File: src/hw/attn_macros.svh
// Attention score dimensions
`ifndef ATTN_MACROS_SVH
`define ATTN_MACROS_SVH

// Matrix dimension, also the number of key lanes
`define ATTN_DIM 8

// Row or column index
`define ATTN_IDX_W 3

// Input data and weights
`define ATTN_IN_W 8

// Q and K entries, 8 products of 16 bits
`define ATTN_QK_W 19

// Score accumulator and output word
`define ATTN_SCORE_W 41

`define ATTN_SCALE_DIV 3

`endif

File: src/hw/attn_pkg.sv
// Attention score types
package attn_pkg;

	`include "attn_macros.svh"

	typedef logic signed [`ATTN_IN_W-1:0] data_t;
	typedef logic signed [`ATTN_QK_W-1:0] qk_t;
	typedef logic signed [`ATTN_SCORE_W-1:0] score_t;

	// Feed FSM
	typedef enum logic [1:0] {
		ST_IDLE,
		ST_LOAD_Q,
		ST_LOAD_K,
		ST_SCORE
	} attn_state_e;

	// Commands broadcast to the key lanes
	typedef enum logic [1:0] {
		LANE_HOLD,
		LANE_CLEAR,
		LANE_KUPDATE,
		LANE_DOT
	} lane_op_e;

endpackage

File: src/hw/lane_bus_if.sv
// Feed to key lane bus
`timescale 1ns/1ps
`include "attn_macros.svh"

interface lane_bus_if import attn_pkg::*; ();

	lane_op_e op;
	logic [`ATTN_IDX_W-1:0] col;
	// Q entry during the score phase
	qk_t coef;
	// Column of X seen by each lane
	data_t x_col [`ATTN_DIM];
	logic last;

	modport feed (
		output op,
		output col,
		output coef,
		output x_col,
		output last
	);

	modport lane (
		input op,
		input col,
		input coef,
		input x_col,
		input last
	);

endinterface

File: src/hw/key_lane.sv
// Key row store and score MAC
`timescale 1ns/1ps
`include "attn_macros.svh"

module key_lane import attn_pkg::*; (
	input  logic clk,
	input  logic rst_n,
	input  logic [`ATTN_IDX_W-1:0] lane_idx,
	input  data_t w_k,
	lane_bus_if.lane lb,
	output score_t score
);

	qk_t k_row [`ATTN_DIM];
	score_t acc;
	score_t prod;
	// Key updates seen in this run
	logic [2*`ATTN_IDX_W:0] kupd_cnt;

	assign prod = score_t'(lb.coef) * score_t'(k_row[lb.col]);

	always_ff @(posedge clk) begin
		case (lb.op)
			LANE_CLEAR: begin
				for (int i = 0; i < `ATTN_DIM; i++)
					k_row[i] <= '0;
			end
			LANE_KUPDATE:
				k_row[lb.col] <= k_row[lb.col] + qk_t'(lb.x_col[lane_idx]) * qk_t'(w_k);
			default: ;
		endcase
	end

	always_ff @(posedge clk or negedge rst_n) begin
		if (!rst_n) begin
			acc <= '0;
			score <= '0;
			kupd_cnt <= '0;
		end else begin
			case (lb.op)
				LANE_CLEAR: begin
					acc <= '0;
					score <= '0;
					kupd_cnt <= '0;
				end
				LANE_KUPDATE: kupd_cnt <= kupd_cnt + 1'b1;
				LANE_DOT: begin
					// Publish on the final step and start the next row from zero
					if (lb.last) begin
						score <= acc + prod;
						acc <= '0;
					end else begin
						acc <= acc + prod;
					end
				end
				default: ;
			endcase
		end
	end

	a_k_done: assert property (@(posedge clk) disable iff (!rst_n)
		(lb.op == LANE_DOT) |-> (kupd_cnt == `ATTN_DIM*`ATTN_DIM))
		else $error("dot product started before K was complete");

endmodule

File: src/flat_wrapper.sv
// flat-port wrapper written by rule: the top's interface ports become plain ports
module key_lane_flat import attn_pkg::*;
  (clk, rst_n, lane_idx, w_k, score, lb_op, lb_col, lb_coef, lb_x_col, lb_last);
  lane_bus_if lb_i ();
  input  logic clk;
  input  logic rst_n;
  input  logic [`ATTN_IDX_W-1:0] lane_idx;
  input  data_t w_k;
  output score_t score;
  input wire logic [$bits(lb_i.op)-1:0] lb_op;
  input wire logic [$bits(lb_i.col)-1:0] lb_col;
  input wire logic [$bits(lb_i.coef)-1:0] lb_coef;
  input wire logic [$bits(lb_i.x_col)-1:0] lb_x_col;
  input wire logic [$bits(lb_i.last)-1:0] lb_last;
  assign lb_i.op = lb_op;
  assign lb_i.col = lb_col;
  assign lb_i.coef = lb_coef;
  assign lb_i.x_col = {>>{lb_x_col}};
  assign lb_i.last = lb_last;
  key_lane u_core (.clk(clk), .rst_n(rst_n), .lane_idx(lane_idx), .w_k(w_k), .lb(lb_i), .score(score));
endmodule
File: config.mk
export PLATFORM = sky130hd
export DESIGN_NAME = key_lane_flat
export DESIGN_NICKNAME = d
export VERILOG_FILES = /design/src/hw/attn_pkg.sv /design/src/hw/lane_bus_if.sv /design/src/hw/key_lane.sv /design/src/flat_wrapper.sv
export VERILOG_INCLUDE_DIRS = /design/src /design/src/hw
export SDC_FILE = /design/constraint.sdc
export NUM_CORES = 2
export LEC_CHECK = 0
export BUFFER_PORTS_ARGS = -buffer_cell sky130_fd_sc_hd__buf_2
export CAP_MARGIN = 20
export CELL_PAD_IN_SITES_DETAIL_PLACEMENT = 0
export CELL_PAD_IN_SITES_GLOBAL_PLACEMENT = 2
export CORE_MARGIN = 2
export CORE_UTILIZATION = 45
export CTS_CLUSTER_DIAMETER = 120
export DETAILED_ROUTE_END_ITERATION = 16
export HOLD_SLACK_MARGIN = 0.06
export PLACE_DENSITY = 0.91
export SKIP_CTS_REPAIR_TIMING = 1
export SLEW_MARGIN = 30
export SYNTH_ARGS = -nofsm -noshare
export SYNTH_HDL_FRONTEND = slang
export SYNTH_SLANG_ARGS = --single-unit
File: constraint.sdc
create_clock -name clk -period 17.4 [get_ports clk]
set_clock_uncertainty 0.15 [all_clocks]
set_input_delay 0.87 -clock clk [delete_from_list [all_inputs] [get_ports clk]]
set_output_delay 0.87 -clock clk [all_outputs]
set_load 0.005 [all_outputs]
Word level (Yosys, flattened, before mapping). Memory sizes are Yosys's and may differ from the RTL's. Cells that the tools add are included.

$lt $le $gt $ge: 1. $add $sub $neg: 2. Multiplexer cells: 14. Equality and inequality tests: 4. Multiply operators: 2. Bitwise gates (word level): 1. Reductions and logical operators: 3.

Operators with widths (number): case mux 41 bit (2 select lines) (2); 2-to-1 mux 41 bit (2); adder 41 bit (1); multiplier 19 x 19 -> 38 bit (1); binary-select mux 8 bit (select 3 bit) (1); adder 19 x 16 -> 19 bit (1); 2-to-1 mux 19 bit (1); OR reduction 19 bit (1); multiplier 8 x 8 -> 16 bit (1); 2-to-1 mux 8 bit (2); 2-to-1 mux 1 bit (5); == test 2 bit, second input constant (2); greater-or-equal comparator 4 bit, second input constant (1); inverter 3 -> 4 bit (1); 2-to-1 mux 3 bit (1); == test 2 x 1 -> 1 bit, second input constant (1); != test 2 bit, second input constant (1); AND reduction 2 bit (1); nonzero test 2 bit (1).

Memories: 1. Output and inout port bits: 41. Bits of input ports: 102. Flip-flop bits (word level): 82. Logic and storage cells: 30. Memory bits (writable): 152.

Memory list: u_core.k_row (depth 8, width 19, read ports 1, clocked after memory_dff 0, wr ports 8, line key_lane.sv:14) `` qk_t k_row [`ATTN_DIM]; ``.

Depth between registers and ports, before layout.
Depth after elaboration: 7. Mapped depth: 42. Gate-level depth less buffers: 38.

Least setup slack after synthesis. No wires, ideal clock.

Path type: in2reg. Start: input lb_col[1]. End: register u_core.acc[40]. Buffers on the path: 4. Setup slack: 7.377 ns. Stages: 36. Required time: 17.111 ns. Arrival: 9.733 ns. Library setup time: 0.139 ns. Cells stage by stage: clkbuf_1 > and3b_1 > clkbuf_1 > a22o_1 > a221oi_1 > and3_1 > clkbuf_1 > nand2b_1 > inv_1 > fa_1 > fa_1 > inv_1 > fa_1 > inv_1 > fa_1 > fa_1 > fa_1 > ha_1 > ha_1 > nand2_1 > inv_1 > a221oi_1 > nand3_1 > a221oi_2 > o21bai_1 > a21oi_1 > xnor2_1 > ha_1 > clkbuf_1 > a21oi_1 > o21bai_1 > a21oi_1 > nor2_1 > or4_1 > a211oi_2 > o32ai_2.

Cells in the longest elaborated chain, start to end: 5.

RTL lines: start, declared (line flat_wrapper.sv:11) `input wire logic [$bits(lb_i.col)-1:0] lb_col;`; memory (8 x 19 bit); multiplier 19 x 19 -> 38 bit (line key_lane.sv:20) `assign prod = score_t'(lb.coef) * score_t'(k_row[lb.col]);`; adder 41 bit (line key_lane.sv:53) `acc <= acc + prod;`; 2-to-1 mux 41 bit (line key_lane.sv:49) `if (lb.last) begin`; case mux 41 bit (2 select lines) (line key_lane.sv:40) `case (lb.op)`; end signal, assigned (line key_lane.sv:53); end, declared (line key_lane.sv:15) `score_t acc;`.

Every way passes these cells. A chain may end at the register's enable or synchronous reset.

Worst setup path after layout. Same ends and word-level chain as after synthesis.

==> qor.csv <==
stage;metric;value;unit
clocking;TritonCTS clock tree;built;
yosys;top-count cell post-synth;inv_1;
cells_and_area;Final Instance Area;31200;um^2
global_route;GRT Total Usage;23.3;%
global_route;vias in the first global route;22600;
timing;Setup TNS;0;ps
floorplanning;Die X;257;um
yosys;mux cell area share after synthesis;1.85;%
timing;Min Clock Period, post-route;10750;ps
yosys;Synth area leaders;fa_1 32%, edfxtp_1 16%, ha_1 8.6%, dfrtp_1 7.1%, inv_1 6.1%;
yosys;Post-synth EDFFs;152;
timing;final max-slew violation count;0;
floorplanning;FP Rows;92;
yosys;Yosys reg bits;234;
clocking;Clock Tree Buf Depth;3;
yosys;post-synthesis sequential area ratio;23.0;%
cells_and_area;proportion of layout cells with a drive suffix above 1;9.61;%
floorplanning;die height;257;um
yosys;Post-Synth Adder-Cell Area;40.1;%
global_route;global-route wire length before repair;122;mm
clocking;Clock Latency Late Sink;550;ps
timing;Slew HR;37.5;%
timing;Final period util;61.8;%
placed_design;Placed Cells;3734;
yosys;Synth top cells by count;471 x inv_1, 454 x fa_1, 281 x nand2_1;
worst_setup_path;slowest CP cell;and3_1;
clocking;cts bufs inserted;25;
global_route;initial antenna violation count;1;
placed_design;Placement Cell Area;30300;um^2
cells_and_area;Net count, final;3670;
clocking;H-Tree Depth;1;
timing;Final Hold Vio Count;0;
yosys;Synth Area in Compound Gates;9.75;%
worst_setup_path;WP data required;17660;ps
yosys;syn_nets;3612;
worst_setup_path;slowest stage delay, CP;800;ps
cells_and_area;fillcell total;5834;
worst_setup_path;CP Capture Type;register;
drt;routed vias;20500;
hold_path;Worst Hold Class;input pin to async pin;
flow_run;max cap viols;0;
placed_design;post-DP HPWL;58.1;mm
yosys;post-synthesis cell type count;69;
drt;drt drc;0;
yosys;Synth Area per Inst;10.1;um^2
timing;final setup vio count;0;
global_route;GR Overflow Total;0;
yosys;Ys Warns;0;
cells_and_area;Area Overhead vs Synth;8.39;%
worst_setup_path;CP most frequent cell;fa_1;
timing;Hold Slack;227;ps
worst_setup_path;Setup CP Type;input pin to register;
yosys;post-synthesis simple-gate area fraction;14.4;%
outcome;status;finished, final reports clean;
yosys;Post-Syn Area;28800;um^2
yosys;most used flip-flop cell after synthesis;edfxtp_1;
timing;Worst Tran Pin Value;930;ps
floorplanning;I/O pins;143;
cells_and_area;final cell count without fillers;3783;
yosys;cell taking the most area after synthesis;fa_1;
floorplanning;Core Box Area;63200;um^2
yosys;Synth Area in XOR/XNOR;3.00;%
yosys;area share of the largest cell type after synthesis;31.5;%
global_route;pin count of the biggest net entering global routing;83;
yosys;asr flop ratio synth;35.0;%
yosys;Post-Synthesis Cells;2858;
clocking;clk root buf;clkbuf_16;
floorplanning;Die ar.;66100;um^2
worst_setup_path;Worst EP arrival;11010;ps
worst_setup_path;crit-path max FO;25;
yosys;largest family of logic cells by synthesized area;adder cells;
drt;Vias/cell;5.41;
clocking;Worst-path clk slew;60;ps
placed_design;IO Port Bufs;142;
floorplanning;Starting Density;45.6;%
placed_design;gpl congestion;0.901;
drt;Post-DRT Antenna Nets;0;
drt;Detailed Route WL;75.0;mm
worst_setup_path;Startpoint Class;input pin;
drt;first-pass detailed-route iteration total;5;
drt;violation count after the first detailed-routing iteration;1090;
clocking;Clock Sinks;234;
drt;per-cell routed wire length;19.8;um
timing;Fmax;93.1;MHz
timing;unrepaired setup endpoints after global routing;false;
logic make-up after synthesis:
group,Yosys count
adders and majority gates,652
muxes,30
buffers and inverters,611
and+or+nand+nor,841
DFF,234
AOI/OAI and AO/OA,393
xor gates and xnor gates,97
placed cells by master (no fill, tap or decap), types with 17 or more instances in the layout:
master,count
a21o_1,36
a21oi_1,85
a22o_1,40
a22oi_1,68
and2_1,119
and3_1,60
buf_2,141
buf_4,28
clkbuf_16,25
dfrtp_1,82
edfxtp_1,152
fa_1,454
ha_1,198
inv_1,471
mux4_2,18
nand2_1,273
nand2b_1,23
nand4_1,21
nor2_1,169
nor2b_1,104
o21ai_0,43
o2bb2ai_1,17
xnor2_1,67
xor2_1,29
area by class of cell:
class                           count  area (um^2)  share of cell area [%]
Clock inverter                     12          165                   0.529
Inverter                          471         1770                    5.66
Timing Repair Buffer              171          938                    3.00
Antenna cell                        2         5.00                  0.0160
Clock buffer                       34          719                    2.30
Multi-Input combinational cell   2013        20000                    63.9
Tap cell                          846         1060                    3.39
Sequential cell                   234         6620                    21.2
stage by stage:
stage          util [%]  worst slack [ps]
2_1_floorplan         -              7380
3_3_place_gp       48.0              6350
3_5_place_dp       48.0              6160
4_1_cts            49.4              6690
5_1_grt            49.4              6040
6_report           49.4              6650
registers in the layout, indices dropped and copies added, names as in the netlist:
register / flops
u_core.score: 41
u_core.k_row: 152
u_core.acc: 41
critical path: cells and delay by family:
| family | cells | cell delay, ps |
|---|---|---|
| xor+xnor | 1 | 140 |
| fa+ha+maj | 9 | 4500 |
| simple gates | 8 | 2030 |
| compound gates | 12 | 2580 |
| buf+inv | 5 | 850 |
worst paths after layout:
path / cells past startpoint / end / from / slack (ps)
setup / recovery: 35 / u_core.acc[40] / lb_col[1] / 6650
hold reg to reg: 2 / u_core.score[27] / u_core.score[27] / 320
hold / removal: 1 / u_core.score[12] / rst_n / 230
setup reg to reg: 32 / u_core.acc[40] / u_core.k_row[5][1] / 7320
min in group clk: 2 / u_core.score[27] / u_core.score[27] / 320
max in group asynchronous: 1 / u_core.score[32] / rst_n / 16330
metal layers:
layer  up-vias  track usage [%]  wire length (um)
li1       9356                -                 -
met1     10600             28.9             30600
met2       396             42.9             39900
met3       118             2.05              2460
met4         0             6.88              1990
met5         -                0                 0
Power is not shown: default switching activity piles up to over one toggle a cycle in this logic, so the estimate is an artifact.
